File: config.mk
export PLATFORM = sky130hd
export DESIGN_NAME = camera_nav_top
export DESIGN_NICKNAME = d
export VERILOG_FILES = /design/src/common/ps2_pkg.sv /design/src/common/camera_pkg.sv /design/src/ps2/ps2_rx.sv /design/src/ps2/key_decoder.sv /design/src/rtl/camera_controller.sv /design/src/rtl/frame_tracker.sv /design/src/rtl/camera_nav_top.sv
export SDC_FILE = /design/constraint.sdc
export NUM_CORES = 1
export LEC_CHECK = 0
export BUFFER_PORTS_ARGS = -buffer_cell sky130_fd_sc_hd__buf_2
export CAP_MARGIN = 10
export CORE_MARGIN = 2
export CORE_UTILIZATION = 56
export CTS_BUF_LIST = sky130_fd_sc_hd__clkbuf_4 sky130_fd_sc_hd__clkbuf_8
export DETAILED_ROUTE_END_ITERATION = 7
export HOLD_SLACK_MARGIN = 0.06
export PLACE_DENSITY = 0.83
export SLEW_MARGIN = 20
export SYNTH_ARGS = -nofsm -noshare
export SYNTH_HDL_FRONTEND = slang
export SYNTH_SLANG_ARGS = --single-unit
File: constraint.sdc
create_clock -name pkt_rec -period 3.5 [get_ports pkt_rec]
set_input_delay 0.525 -clock pkt_rec [delete_from_list [all_inputs] [get_ports pkt_rec]]
set_output_delay 0.525 -clock pkt_rec [all_outputs]
set_load 0.01 [all_outputs]
File: src/common/ps2_pkg.sv
package ps2_pkg;

	// set 2 scan codes for the navigation keys and the prefix bytes
	typedef enum logic [7:0] {
		KEY_Q        = 8'h15,
		KEY_S        = 8'h1B,
		KEY_A        = 8'h1C,
		KEY_W        = 8'h1D,
		KEY_D        = 8'h23,
		KEY_E        = 8'h24,
		EXT_PREFIX   = 8'hE0,
		BREAK_PREFIX = 8'hF0
	} scan_code_e;

	// bit position of each key in the held-key mask
	typedef enum int unsigned {
		IDX_W = 0,
		IDX_A = 1,
		IDX_S = 2,
		IDX_D = 3,
		IDX_Q = 4,
		IDX_E = 5
	} key_idx_e;

	// width of the held-key mask
	localparam int NUM_KEYS = 6;

	// start, 8 data bits, odd parity, stop
	localparam int FRAME_BITS = 11;

endpackage

File: src/common/camera_pkg.sv
package camera_pkg;

	// eye coordinates are signed integers, wrap in two's complement
	localparam int COORD_W = 16;

	// eye position after reset
	localparam logic signed [COORD_W-1:0] EYE_X0 = 16'sd3;
	localparam logic signed [COORD_W-1:0] EYE_Y0 = 16'sd3;
	localparam logic signed [COORD_W-1:0] EYE_Z0 = -16'sd15;

	// frame sequencing states
	typedef enum logic {
		CAM_IDLE   = 1'b0,
		CAM_RENDER = 1'b1
	} cam_state_e;

endpackage

File: src/ps2/ps2_rx.sv
`timescale 1ns/10ps

module ps2_rx (
	input  logic       pkt_rec,
	input  logic       rst,
	input  logic       ps2_clk,
	input  logic       ps2_data,
	output logic [7:0] rx_byte,
	output logic       byte_valid,
	output logic       frame_err
);

	import ps2_pkg::*;

	localparam int CNT_W = $clog2(FRAME_BITS);

	// two-flop synchronizers, both lines idle high
	logic clk_meta, clk_sync, clk_prev;
	logic data_meta, data_sync;

	logic                  clk_fall;
	logic [CNT_W-1:0]      bit_cnt;
	logic                  last_bit;
	logic [FRAME_BITS-1:0] shift_reg;
	logic [FRAME_BITS-1:0] frame_next;
	logic                  start_ok, stop_ok, parity_ok;
	logic                  frame_ok;

	always_ff @(posedge pkt_rec) begin
		if (rst) begin
			clk_meta  <= 1'b1;
			clk_sync  <= 1'b1;
			clk_prev  <= 1'b1;
			data_meta <= 1'b1;
			data_sync <= 1'b1;
		end else begin
			clk_meta  <= ps2_clk;
			clk_sync  <= clk_meta;
			clk_prev  <= clk_sync;
			data_meta <= ps2_data;
			data_sync <= data_meta;
		end
	end

	assign clk_fall = clk_prev & ~clk_sync;
	assign last_bit = (bit_cnt == CNT_W'(FRAME_BITS - 1));

	// bits arrive lsb first, so shift in from the top
	assign frame_next = {data_sync, shift_reg[FRAME_BITS-1:1]};

	assign start_ok  = ~frame_next[0];
	assign stop_ok   = frame_next[FRAME_BITS-1];
	// odd parity over data plus parity bit
	assign parity_ok = ^frame_next[FRAME_BITS-2:1];
	assign frame_ok  = start_ok & stop_ok & parity_ok;

	always_ff @(posedge pkt_rec) begin
		if (clk_fall) begin
			shift_reg <= frame_next;
			if (last_bit)
				rx_byte <= frame_next[8:1];
		end
	end

	always_ff @(posedge pkt_rec) begin
		if (rst) begin
			bit_cnt    <= '0;
			byte_valid <= 1'b0;
			frame_err  <= 1'b0;
		end else begin
			byte_valid <= 1'b0;
			frame_err  <= 1'b0;
			if (clk_fall) begin
				if (last_bit) begin
					bit_cnt    <= '0;
					byte_valid <= frame_ok;
					frame_err  <= ~frame_ok;
				end else begin
					bit_cnt <= bit_cnt + 1'b1;
				end
			end
		end
	end

	// the device changes data only while ps2_clk is high
	a_data_stable_at_fall: assert property (
		@(posedge pkt_rec) disable iff (rst)
		clk_fall |-> $stable(data_sync)
	) else $error("ps2_data changed at a falling edge of ps2_clk");

endmodule

File: src/ps2/key_decoder.sv
`timescale 1ns/10ps

module key_decoder (
	input  logic                          pkt_rec,
	input  logic                          rst,
	input  logic [7:0]                    rx_byte,
	input  logic                          byte_valid,
	output logic [ps2_pkg::NUM_KEYS-1:0]  key_mask
);

	import ps2_pkg::*;

	logic                break_pending;
	logic [NUM_KEYS-1:0] hit;

	// one-hot key for the current byte, zero for anything else
	always_comb begin
		hit = '0;
		case (rx_byte)
			KEY_W:   hit[IDX_W] = 1'b1;
			KEY_A:   hit[IDX_A] = 1'b1;
			KEY_S:   hit[IDX_S] = 1'b1;
			KEY_D:   hit[IDX_D] = 1'b1;
			KEY_Q:   hit[IDX_Q] = 1'b1;
			KEY_E:   hit[IDX_E] = 1'b1;
			default: hit = '0;
		endcase
	end

	always_ff @(posedge pkt_rec) begin
		if (rst) begin
			key_mask      <= '0;
			break_pending <= 1'b0;
		end else if (byte_valid) begin
			case (rx_byte)
				BREAK_PREFIX: break_pending <= 1'b1;
				// extended codes are not decoded, flag is kept
				EXT_PREFIX: break_pending <= break_pending;
				default: begin
					break_pending <= 1'b0;
					if (break_pending)
						key_mask <= key_mask & ~hit;
					else
						key_mask <= key_mask | hit;
				end
			endcase
		end
	end

endmodule

File: src/rtl/camera_controller.sv
`timescale 1ns/10ps

module camera_controller #(
	parameter int MOVE_STEP = 1
) (
	input  logic                                 pkt_rec,
	input  logic                                 rst,
	input  logic                                 run,
	input  logic [ps2_pkg::NUM_KEYS-1:0]         key_mask,
	input  logic                                 rendering_done,
	output logic                                 render_frame,
	output logic                                 busy,
	output logic signed [camera_pkg::COORD_W-1:0] eye_x,
	output logic signed [camera_pkg::COORD_W-1:0] eye_y,
	output logic signed [camera_pkg::COORD_W-1:0] eye_z
);

	import ps2_pkg::*;
	import camera_pkg::*;

	localparam logic signed [COORD_W-1:0] STEP = COORD_W'(MOVE_STEP);

	cam_state_e state;

	logic signed [COORD_W-1:0] eye_x_next;
	logic signed [COORD_W-1:0] eye_y_next;
	logic signed [COORD_W-1:0] eye_z_next;

	// one axis, opposite keys cancel
	function automatic logic signed [COORD_W-1:0] axis_move(
		input logic                      inc,
		input logic                      dec,
		input logic signed [COORD_W-1:0] pos
	);
		logic signed [COORD_W-1:0] res;
		case ({inc, dec})
			2'b10:   res = pos + STEP;
			2'b01:   res = pos - STEP;
			default: res = pos;
		endcase
		return res;
	endfunction

	assign eye_x_next = axis_move(key_mask[IDX_D], key_mask[IDX_A], eye_x);
	assign eye_y_next = axis_move(key_mask[IDX_E], key_mask[IDX_Q], eye_y);
	assign eye_z_next = axis_move(key_mask[IDX_W], key_mask[IDX_S], eye_z);

	// strobe in the clock that leaves idle
	assign render_frame = (state == CAM_IDLE) && run;
	assign busy         = (state == CAM_RENDER);

	always_ff @(posedge pkt_rec) begin
		if (rst) begin
			state <= CAM_IDLE;
			eye_x <= EYE_X0;
			eye_y <= EYE_Y0;
			eye_z <= EYE_Z0;
		end else begin
			case (state)
				CAM_IDLE: begin
					if (run) begin
						eye_x <= eye_x_next;
						eye_y <= eye_y_next;
						eye_z <= eye_z_next;
						state <= CAM_RENDER;
					end
				end
				CAM_RENDER: begin
					// wait for the tracker to see the whole frame
					if (rendering_done)
						state <= CAM_IDLE;
				end
				default: state <= CAM_IDLE;
			endcase
		end
	end

	// the tracker only finishes a frame that was started
	a_done_while_busy: assert property (
		@(posedge pkt_rec) disable iff (rst)
		rendering_done |-> busy
	) else $error("rendering_done seen while not busy");

endmodule

File: src/rtl/frame_tracker.sv
`timescale 1ns/10ps

module frame_tracker #(
	parameter int FRAME_PIXELS = 307200
) (
	input  logic pkt_rec,
	input  logic rst,
	input  logic pix_we,
	output logic rendering_done
);

	localparam int CNT_W = $clog2(FRAME_PIXELS + 1);

	logic [CNT_W-1:0] pix_cnt;
	logic             last_pix;

	assign last_pix = pix_we && (pix_cnt == CNT_W'(FRAME_PIXELS - 1));

	always_ff @(posedge pkt_rec) begin
		if (rst) begin
			pix_cnt        <= '0;
			rendering_done <= 1'b0;
		end else begin
			rendering_done <= last_pix;
			if (last_pix)
				pix_cnt <= '0;
			else if (pix_we)
				pix_cnt <= pix_cnt + 1'b1;
		end
	end

endmodule

File: src/rtl/camera_nav_top.sv
`timescale 1ns/10ps

module camera_nav_top #(
	parameter int FRAME_PIXELS = 307200,
	parameter int MOVE_STEP    = 1
) (
	input  logic                                 pkt_rec,
	input  logic                                 rst,
	input  logic                                 ps2_clk,
	input  logic                                 ps2_data,
	input  logic                                 run,
	input  logic                                 pix_we,
	output logic                                 frame_err,
	output logic [ps2_pkg::NUM_KEYS-1:0]         key_mask,
	output logic                                 render_frame,
	output logic                                 busy,
	output logic signed [camera_pkg::COORD_W-1:0] eye_x,
	output logic signed [camera_pkg::COORD_W-1:0] eye_y,
	output logic signed [camera_pkg::COORD_W-1:0] eye_z,
	output logic                                 rendering_done
);

	// receiver to decoder
	logic [7:0] rx_byte;
	logic       byte_valid;

	ps2_rx u_ps2_rx (
		.pkt_rec    (pkt_rec),
		.rst        (rst),
		.ps2_clk    (ps2_clk),
		.ps2_data   (ps2_data),
		.rx_byte    (rx_byte),
		.byte_valid (byte_valid),
		.frame_err  (frame_err)
	);

	key_decoder u_key_decoder (
		.pkt_rec    (pkt_rec),
		.rst        (rst),
		.rx_byte    (rx_byte),
		.byte_valid (byte_valid),
		.key_mask   (key_mask)
	);

	camera_controller #(
		.MOVE_STEP (MOVE_STEP)
	) u_camera_controller (
		.pkt_rec        (pkt_rec),
		.rst            (rst),
		.run            (run),
		.key_mask       (key_mask),
		.rendering_done (rendering_done),
		.render_frame   (render_frame),
		.busy           (busy),
		.eye_x          (eye_x),
		.eye_y          (eye_y),
		.eye_z          (eye_z)
	);

	frame_tracker #(
		.FRAME_PIXELS (FRAME_PIXELS)
	) u_frame_tracker (
		.pkt_rec        (pkt_rec),
		.rst            (rst),
		.pix_we         (pix_we),
		.rendering_done (rendering_done)
	);

endmodule

==> results of run 1 <==
-- layout make-up --
class                   count  area [µm²]
diodes                      1        2.50
multi-input cells         684        4400
clock buffers               9         124
well taps                 172         215
clock inverters             7        68.8
inverters                  27         101
flip-flops and latches    105        2280
repair buffers             76         413
fillers                  1131        4910
-- cells in the final DEF, fill, tap and decap left out, drive strengths merged, types with 6 or more instances in the layout --
| cell | instances |
|---|---|
| a221oi | 6 |
| nand4 | 17 |
| a31oi | 10 |
| o21a | 6 |
| o21ai | 56 |
| nand2b | 11 |
| nor2b | 18 |
| o31ai | 7 |
| nor3b | 14 |
| ha | 10 |
| xnor2 | 30 |
| or3 | 24 |
| xor2 | 20 |
| clkbuf | 9 |
| and3 | 9 |
| dfxtp | 87 |
| mux2i | 11 |
| edfxtp | 18 |
| mux2 | 11 |
| or2 | 6 |
| a21oi | 55 |
| o31a | 11 |
| nor4 | 19 |
| nand3b | 6 |
| inv | 27 |
| a21o | 10 |
| nor3 | 21 |
| a22oi | 10 |
| o41ai | 7 |
| nand2 | 59 |
| clkinv | 7 |
| nand3 | 39 |
| and3b | 6 |
| nor2 | 85 |
| or4 | 7 |
| buf | 76 |
-- power breakdown --
part,internal (mW),switching (mW),total [mW]
Combinational,0.0456,0.0667,0.112
Sequential,1.24,0.0326,1.28
Clock,0.279,0.466,0.744
Total,1.57,0.565,2.13
-- metrics by stage --
stage / cell area (µm²) / instances
4_1_cts: 7610 / 1080
6_report: 7610 / 1081
2_1_floorplan: 7100 / 889
3_3_place_gp: 7410 / 1064
3_5_place_dp: 7410 / 1064
5_1_grt: 7610 / 1080
-- routing by layer --
metal | GRT usage | vias to the layer above | wire length, µm
met4 | 0.0808 | 0 | 260
met2 | 0.399 | 198 | 7650
li1 | - | 3325 | -
met3 | 0.0664 | 25 | 1090
met1 | 0.315 | 3121 | 7380
met5 | 0 | - | 0
-- final timing paths --
check	startpoint	end	slack, ps	depth (start not counted)
worst max-delay path	flop	u_camera_controller.eye_x[15]$_SDFFE_PP0P_	700	8
worst min-delay path	ps2_clk	u_ps2_rx.clk_meta$_SDFF_PP1_	310	2
worst max register to register	flop	u_camera_controller.eye_x[15]$_SDFFE_PP0P_	700	8
worst min register to register	u_ps2_rx.data_meta$_SDFF_PP1_	u_ps2_rx.data_sync$_SDFF_PP1_	430	1
-- synth_stat cells (7+ instances only) --
| cell | n | share of area |
|---|---|---|
| buf_1 | 7 | 0.0037 |
| nor2b_1 | 18 | 0.016 |
| nand2_1 | 59 | 0.031 |
| mux2i_1 | 11 | 0.016 |
| nor3_1 | 21 | 0.015 |
| nor2_1 | 85 | 0.045 |
| mux2_2 | 11 | 0.017 |
| o31a_1 | 11 | 0.014 |
| ha_1 | 10 | 0.018 |
| nor3b_1 | 14 | 0.015 |
| o21ai_0 | 55 | 0.039 |
| nand4_1 | 17 | 0.015 |
| or4_1 | 7 | 0.0074 |
| and3_1 | 9 | 0.0079 |
| a21o_1 | 9 | 0.0095 |
| xnor2_1 | 30 | 0.037 |
| a31oi_1 | 10 | 0.0088 |
| xor2_1 | 20 | 0.025 |
| o41ai_1 | 7 | 0.0086 |
| buf_2 | 17 | 0.012 |
| or3_1 | 21 | 0.019 |
| dfxtp_1 | 87 | 0.25 |
| nand3_1 | 38 | 0.027 |
| nand2b_1 | 11 | 0.0097 |
| nor4_1 | 19 | 0.017 |
| clkbuf_1 | 46 | 0.024 |
| edfxtp_1 | 18 | 0.076 |
| a22oi_1 | 10 | 0.011 |
| inv_1 | 22 | 0.012 |
| o31ai_1 | 7 | 0.0074 |
| a21oi_1 | 53 | 0.037 |
-- worst max-delay path: cells and delay by family (launching register included) --
kind	cells	cell delay [ps]
AOI/OAI and AO/OA	2	420
adders and majority gates	1	200
buffers and inverters	2	660
DFF	1	390
muxes	2	570
and+or+nand+nor	1	460
-- cell families after synthesis --
| family | count (synthesis) | share of synthesized area |
|---|---|---|
| buf+inv | 100 | 0.0585 |
| xor+xnor | 50 | 0.0617 |
| fa+ha+maj | 10 | 0.0176 |
| compound gates | 236 | 0.227 |
| flops | 105 | 0.321 |
| mux | 22 | 0.0330 |
| simple gates | 366 | 0.280 |
==> metrics.txt, run 1 <==
kind of end point of the critical path=flop; Setup-failing EPs final=0; Biggest register=u_frame_tracker.pix_cnt; EDFF count, synth=18; detailed-route DRC error count=0; Distinct cells, synth=82; post-CTS sizing=0; die area=13600 µm²; max reg flops=19; CP cell instances=ha_1 -> buf_4 -> clkinv_1 -> or4_1 -> o22a_1 -> a221oi_2 -> mux2i_1 -> mux2_2; Slew Viols, Final=0; global-route wire length before repair=27.1 mm; Final WS setup=701 ps; Slew headroom=0.400; drt total wl=16.4 mm; Antenna Nets Post-Route=0; worst slew pin tran=901 ps; Power Total=2.13 mW; total grt overflow=0; Peak supply drop=0.371 mV; DPL Wire Length=11.2 mm; crit share post-route=0.800; Via Count=6669; Worst Path Arrival=3100 ps; async set-or-reset flop fraction in the synthesized netlist=0; HP Class=primary input to flop; unrepaired setup endpoints after global routing=false; # nets final=919; number of maximum-capacitance violations=0; core area=12500 µm²; root buf cell=clkbuf_8; Layout area overhead=7.17%; status=complete, no violations; maximum clock rate=357 MHz; TritonCTS clock tree=yes; post-synthesis register bit count=105; Synth Warn #=0; worst path required time=3800 ps; cts hold-fix bufs=0; clock transition at the registers of the reported paths=110 ps; Routed WL per cell=15.2 µm; Clk Latency, worst-skew pair=400 ps; CP startpoint kind=flop; Initial DRT Pass Iterations=5; post-synthesis sequential area ratio=0.321; CP peak stage delay=460 ps; # IOs=64; Place WS=697 ps; First DRT Iteration DRCs=565; Avg Inst Size Synth=7.99 µm²; Lkg Pwr=2.72 nW; final critical path time including I/O delays and setup=2800 ps; Core Util, Final=0.608; Mapped Nets=905; Final Skew=15.0 ps; IO buf count=63; CTS max path bufs=2; post-CTS setup buffer count=0; predominant post-synthesis flop cell=dfxtp_1; Sink Count=105; H-Tree Depth=3; die width=117 µm; Vias/cell=6.17; CP Class=flop to flop; Rows=41; Power Dens Cells=280 nW/µm²; vias in the first global route=5825; Mapped Area=7100 µm²; final hold violations=0; initial core utilization=0.567; Slowest-stage cell, CP=or4_1; largest net degree at the start of global routing=44; Mapped Cells=889; layout cells sized above 1=0.141; Min Hold Slack=306 ps; cts bufs inserted=9; antenna violations before repair=0; worst-path fanout max=40; routability cong.=0.939; Die Ht=117 µm; gr usage total=0.244; Setup TNS Final=0 ps
(Power assumes the default switching activity.)
==> run 2: changes to the inputs <==
- ABC_AREA: unset -> 1
- clock period: 3.5 -> 2.3 ns (I/O delays scaled with it)
==> run 2 against run 1 <==
  * Total power is 46% higher
  * Sequential share of layout area rose by 0.28 points
  * Maximum frequency up 34%
  * Clock power up 53%
  * Largest power group unchanged
  * Wire length decreased by 3.7%
  * Highest routed layer unchanged
  * Utilization up 2.2 points
  * Register-to-register slack worse by 490 ps
  * Sequential power up 48%
  * Via count fell by 0.10%
==> metrics.txt, run 2 <==
worst path required time=2600 ps; final critical path time including I/O delays and setup=2090 ps; Stages on worst setup path=13; unrepaired setup endpoints after global routing=false; TritonCTS clock tree=yes; Slowest-stage cell, CP=dfxtp_1; Synth Warn #=0; # nets final=1131; Mapped Area=6830 µm²; adder-cell share of the synthesized area=0.0183; kind of end point of the critical path=flop; cell family with most CP delay=simple AND/OR/NAND/NOR gates; CP Class=flop to flop; die area=13100 µm²; Min Hold Slack=132 ps; Vias/cell=5.26; post-synthesis sequential area ratio=0.334; Biggest register=u_frame_tracker.pix_cnt; Worst Path Arrival=2390 ps; antenna violations before repair=0; CTS max path bufs=2; First DRT Iteration DRCs=472; most common cell after layout, fill and taps aside=nand2_1; simple-gate portion of the synthesized area=0.336; vias in the first global route=5923; Routed WL per cell=12.5 µm; number of maximum-capacitance violations=0; Synth top cells by count=263 x nand2_1, 145 x inv_1, 126 x nor2_1; detailed-route DRC error count=0; clock transition at the registers of the reported paths=110 ps; Final Skew=16.1 ps; Distinct cells, synth=42; largest family of logic cells by synthesized area=simple AND/OR/NAND/NOR gates; initial core utilization=0.571; drt total wl=15.8 mm; post-synthesis register bit count=105; IO buf count=63; total grt overflow=0; final std cells w/o fill=1267; Peak supply drop=0.545 mV; H-Tree Depth=3; Antenna Nets Post-Route=0; Slew headroom=0.645; global-route wire length before repair=26.4 mm; DPL Wire Length=11.9 mm; Setup-failing EPs final=0; root buf cell=clkbuf_8; status=complete, no violations; Placed Cells=1251; Avg Inst Size Synth=6.50 µm²; predominant post-synthesis flop cell=dfxtp_1; core area=12000 µm²; Lkg Pwr=3.56 nW; Synth area leader=dfxtp_1; CP cell instances=inv_1 -> ha_1 -> buf_12 -> nand2_1 -> inv_1 -> nor2_4 -> nand2_1 -> o21ai_0 -> a21oi_1 -> nand3_1 -> nand3_1 -> nand2_1 -> inv_1; Mapped Cells=1050; async set-or-reset flop fraction in the synthesized netlist=0; Initial DRT Pass Iterations=7; # IOs=64; Rows=40; post-CTS sizing=0; CP startpoint kind=flop; Power Dens Cells=413 nW/µm²; crit share post-route=0.907; CP peak stage delay=360 ps; post-CTS setup buffer count=0; Clk Latency, worst-skew pair=380 ps; r2r setup slk=210 ps; Setup TNS Final=0 ps; n_diodes=0; gr usage total=0.247; final hold violations=0; Synth Area in XOR/XNOR=0.0728; worst slew pin tran=531 ps; layout cells sized above 1=0.143; worst-path fanout max=15; max reg flops=19; maximum clock rate=479 MHz; Fillers=1140; Mapped Nets=1066; die width=114 µm; HP Class=primary input to flop; Sink Count=105; Via Count=6662; Die Ht=114 µm; commonest cells after routing, fill and taps aside=263 x nand2_1, 145 x inv_1, 123 x nor2_1; worst path bufs/invs=4; post-synthesis mux area share=0; cts hold-fix bufs=0; Area contributors post-synth=dfxtp_1 26%, nand2_1 14%, inv_1 8.0%, edfxtp_1 7.9%, nor2_1 6.9%; Layout area overhead=10.5%; WHS Path Cells=2; Compound-Gate Fraction of Synth Area=0.126; largest net degree at the start of global routing=30; worst reg2reg path depth=13; most frequent cell after synthesis=nand2_1; routability cong.=0.931; EDFF count, synth=18; proportion of netlist area held by the largest area contributor=0.255; Slew Viols, Final=0; cts bufs inserted=9
==> run 2: logic make-up after synthesis <==
| group | Yosys count |
|---|---|
| compound gates | 160 |
| xor+xnor | 52 |
| fa+ha+maj | 10 |
| buf+inv | 189 |
| flops | 105 |
| simple gates | 534 |
==> run 2: cell type report <==
class	count	area, µm²	area share
Clock inverter	6	57.6	0.00763
Multi-Input combinational cell	756	3810	0.505
Tap cell	147	184	0.0244
Clock buffer	10	131	0.0174
Inverter	163	612	0.0811
Sequential cell	105	2280	0.303
Timing Repair Buffer	80	463	0.0614
==> run 2: final timing paths <==
path                                                    from                                         end
worst min-delay path                                ps2_data               u_ps2_rx.data_meta$_SDFF_PP1_
worst min register to register  u_ps2_rx.clk_meta$_SDFF_PP1_                u_ps2_rx.clk_sync$_SDFF_PP1_
worst max-delay path                                    flop  u_camera_controller.eye_y[14]$_SDFFE_PP0P_
worst max register to register                          flop  u_camera_controller.eye_y[14]$_SDFFE_PP0P_
==> run 2: stage by stage <==
step / utilization / worst slack, ps / power [mW] / cell area [µm²]
3_3_place_gp: 0.612 / 167 / 2.01 / 7310
4_1_cts: 0.627 / 119 / 3.15 / 7500
6_report: 0.630 / 213 / 3.11 / 7540
5_1_grt: 0.630 / 2.02 / 3.24 / 7540
3_5_place_dp: 0.612 / 137 / 2.02 / 7310
2_1_floorplan: - / 108 / 1.98 / 6830
==> run 2: where the power goes <==
group	internal, mW	switching, mW	total (mW)
Sequential	1.88	0.00969	1.89
Clock	0.434	0.706	1.14
Combinational	0.0275	0.0562	0.0837
Total	2.34	0.772	3.11
==> run 2: worst register-to-register path: cells and delay by family (launching register included) <==
family                     cells  cell delay (ps)
buffers and inverters          4              350
DFF                            1              360
adders and majority gates      1              250
and+or+nand+nor                6              580
AOI/OAI and AO/OA              2              470
==> run 2: layer usage <==
metal  GRT usage  routed length (µm)
met1       0.321                7190
met3      0.0476                 784
met5           0                   0
met2       0.413                7480
met4      0.0797                 320
==> run 3: changes to the inputs <==
- CORE_UTILIZATION: 56 -> 57
- CTS_CLUSTER_DIAMETER: unset -> 200
- PLACE_DENSITY: 0.83 -> 0.84
- SYNTH_HIERARCHICAL: unset -> 1
==> run 3 against run 2 <==
  * Clock skew rose by 4.8 ps
  * Worst hold slack barely moved
  * Maximum frequency rose by 0.89%
  * Sequential power barely moved
  * Wire length rose by 12%
  * Sequential share of layout area fell by 2.7 points
  * Die area rose by 8.9%
  * Via count rose by 15%
  * Highest routed layer unchanged
==> metrics.txt, run 3 <==
clock transition at the registers of the reported paths=130 ps; post-synthesis register bit count=105; cts hold-fix bufs=0; unrepaired setup endpoints after global routing=false; largest net degree at the start of global routing=25; Power Dens Cells=384 nW/µm²; Fillers=1244; core area=13100 µm²; Slew Viols, Final=0; TritonCTS clock tree=yes; Distinct cells, synth=44; gr usage total=0.254; most frequent cell after synthesis=nand2_1; die area=14200 µm²; max reg flops=19; Layout area overhead=9.32%; Final Skew=20.9 ps; Synth top cells by count=388 x nand2_1, 218 x inv_1, 142 x nor2_1; CTS max path bufs=2; Biggest register=u_frame_tracker/pix_cnt; number of maximum-capacitance violations=0; initial core utilization=0.577; predominant post-synthesis flop cell=dfxtp_1; Cell Area, Placed=8060 µm²; Peak supply drop=0.295 mV; global-route wire length before repair=30.0 mm; GRT met2 Usage=0.432; worst reg2reg path depth=15; Via Count=7691; Initial DRT Pass Iterations=5; # nets final=1336; Synth Warn #=6; hold path start=ps2_data; Final WS setup=231 ps; worst-path fanout max=8; # IOs=64; root buf cell=clkbuf_8; Place WS=177 ps; grt met3 use=0.0359; total grt overflow=0; proportion of netlist area held by the largest area contributor=0.230; Die Ht=119 µm; final critical path time including I/O delays and setup=2070 ps; detailed-route DRC error count=0; drt total wl=17.7 mm; worst path required time=2580 ps; routability cong.=0.937; Synth area leader=dfxtp_1; EDFF count, synth=18; Setup-failing EPs final=0; Mapped Area=7590 µm²; Antenna Nets Post-Route=0; post-synthesis sequential area ratio=0.301; CP startpoint kind=flop; H-Tree Depth=3; Area contributors post-synth=dfxtp_1 23%, nand2_1 19%, inv_1 11%, edfxtp_1 7.1%, nor2_1 7.0%; Setup TNS Final=0 ps; post-CTS setup buffer count=0; kind of end point of the critical path=flop; final hold violations=0; First DRT Iteration DRCs=621; most common cell after layout, fill and taps aside=nand2_1; global route hottest layer=met2; status=complete, no violations; Vias/cell=5.12; crit share post-route=0.899; Worst Path Arrival=2340 ps; WHS Path Cells=2; HP Class=primary input to flop; Clk Latency, worst-skew pair=400 ps; Routed WL per cell=11.8 µm; cts bufs inserted=9; Sink Count=105; Mapped Cells=1255; maximum clock rate=483 MHz; async set-or-reset flop fraction in the synthesized netlist=0; IO buf count=63; DPL Wire Length=13.2 mm; commonest cells after routing, fill and taps aside=387 x nand2_1, 218 x inv_1, 142 x nor2_1; die width=119 µm; layout cells sized above 1=0.132; Mapped Nets=1271; post-route cell area=8290 µm²; vias in the first global route=6822; n_diodes=0; Slew headroom=0.485; antenna violations before repair=0; CP Class=flop to flop; Rows=42; Lkg Pwr=4.17 nW; M1 GR Usage=0.328; Avg Inst Size Synth=6.04 µm²; worst slew pin tran=770 ps
## run 3: cell types whose count changed after synthesis, sizes merged, moves of 10 or more
cell | previous run | this run
inv | 161 | 227
o21ai | 60 | 40
xnor2 | 22 | 10
a21oi | 76 | 89
nor2 | 145 | 169
nand2 | 268 | 405
xor2 | 30 | 20
nand3 | 69 | 99
nor3 | 18 | 7
## run 3: path summary, 6_finish.rpt
path / end / slack [ps]
setup reg to reg: u_camera_controller/eye_z[13]$_SDFFE_PP1P_ / 230
hold reg to reg: u_ps2_rx/data_sync$_SDFF_PP1_ / 430
hold / removal: u_ps2_rx/data_meta$_SDFF_PP1_ / 130
setup / recovery: u_camera_controller/eye_z[13]$_SDFFE_PP1P_ / 230
## run 3: layout make-up
| cell class | count | area [µm²] | share of cell area |
|---|---|---|---|
| Multi-Input combinational cell | 891 | 4250 | 0.513 |
| Sequential cell | 105 | 2280 | 0.275 |
| Inverter | 232 | 873 | 0.105 |
| Timing Repair Buffer | 81 | 463 | 0.0558 |
| Tap cell | 176 | 220 | 0.0266 |
| Clock buffer | 10 | 138 | 0.0166 |
| Clock inverter | 6 | 66.3 | 0.00800 |
## run 3: stage by stage
stage / utilization / hold slack, ps / power [mW] / instances
finish: 0.631 / 132 / 3.18 / 1501
global route: 0.631 / 108 / 3.30 / 1501
CTS: 0.629 / 105 / 3.22 / 1501
detailed placement: 0.614 / 398 / 2.02 / 1485
global placement: 0.614 / 393 / 2.02 / 1485
floorplan: - / 389 / 1.99 / 1255
## run 3: power breakdown
part	switching, mW	internal, mW	total [mW]	leakage [nW]
clock network	0.742	0.460	1.20	0.102
registers	0.00975	1.88	1.89	0.866
logic	0.0635	0.0277	0.0912	3.20
## run 3: cell families after synthesis
| group | share of synthesized area |
|---|---|
| adder cells (fa/ha/maj) | 0.0165 |
| AND/OR/NAND/NOR | 0.397 |
| XOR/XNOR | 0.0376 |
| AO/OA/AOI/OAI | 0.106 |
| flip-flops | 0.301 |
| buffers and inverters | 0.143 |
## run 3: critical path, cell delays in order, from the launching register on
cell	delay, ps
dfxtp_1	380
inv_1	70
ha_2	250
buf_4	190
nand2_1	110
inv_1	60
nor2_2	140
nand2_1	90
nor2_1	150
nand2_1	80
nand2_2	100
nand2_1	90
nand2_1	70
nand2_1	40
nand3_1	60
nand2_1	60
## run 3: what timing repair did
item	4_1_cts	5_1_grt
gates resized for setup	0	7
hold endpoints to repair	0	0
endpoints found under the setup margin	0	19
## run 3: per-layer routing
metal	up-vias	wire length (µm)
met5	-	0
met4	0	359
met3	33	875
li1	3999	-
met2	237	8350
met1	3422	8110
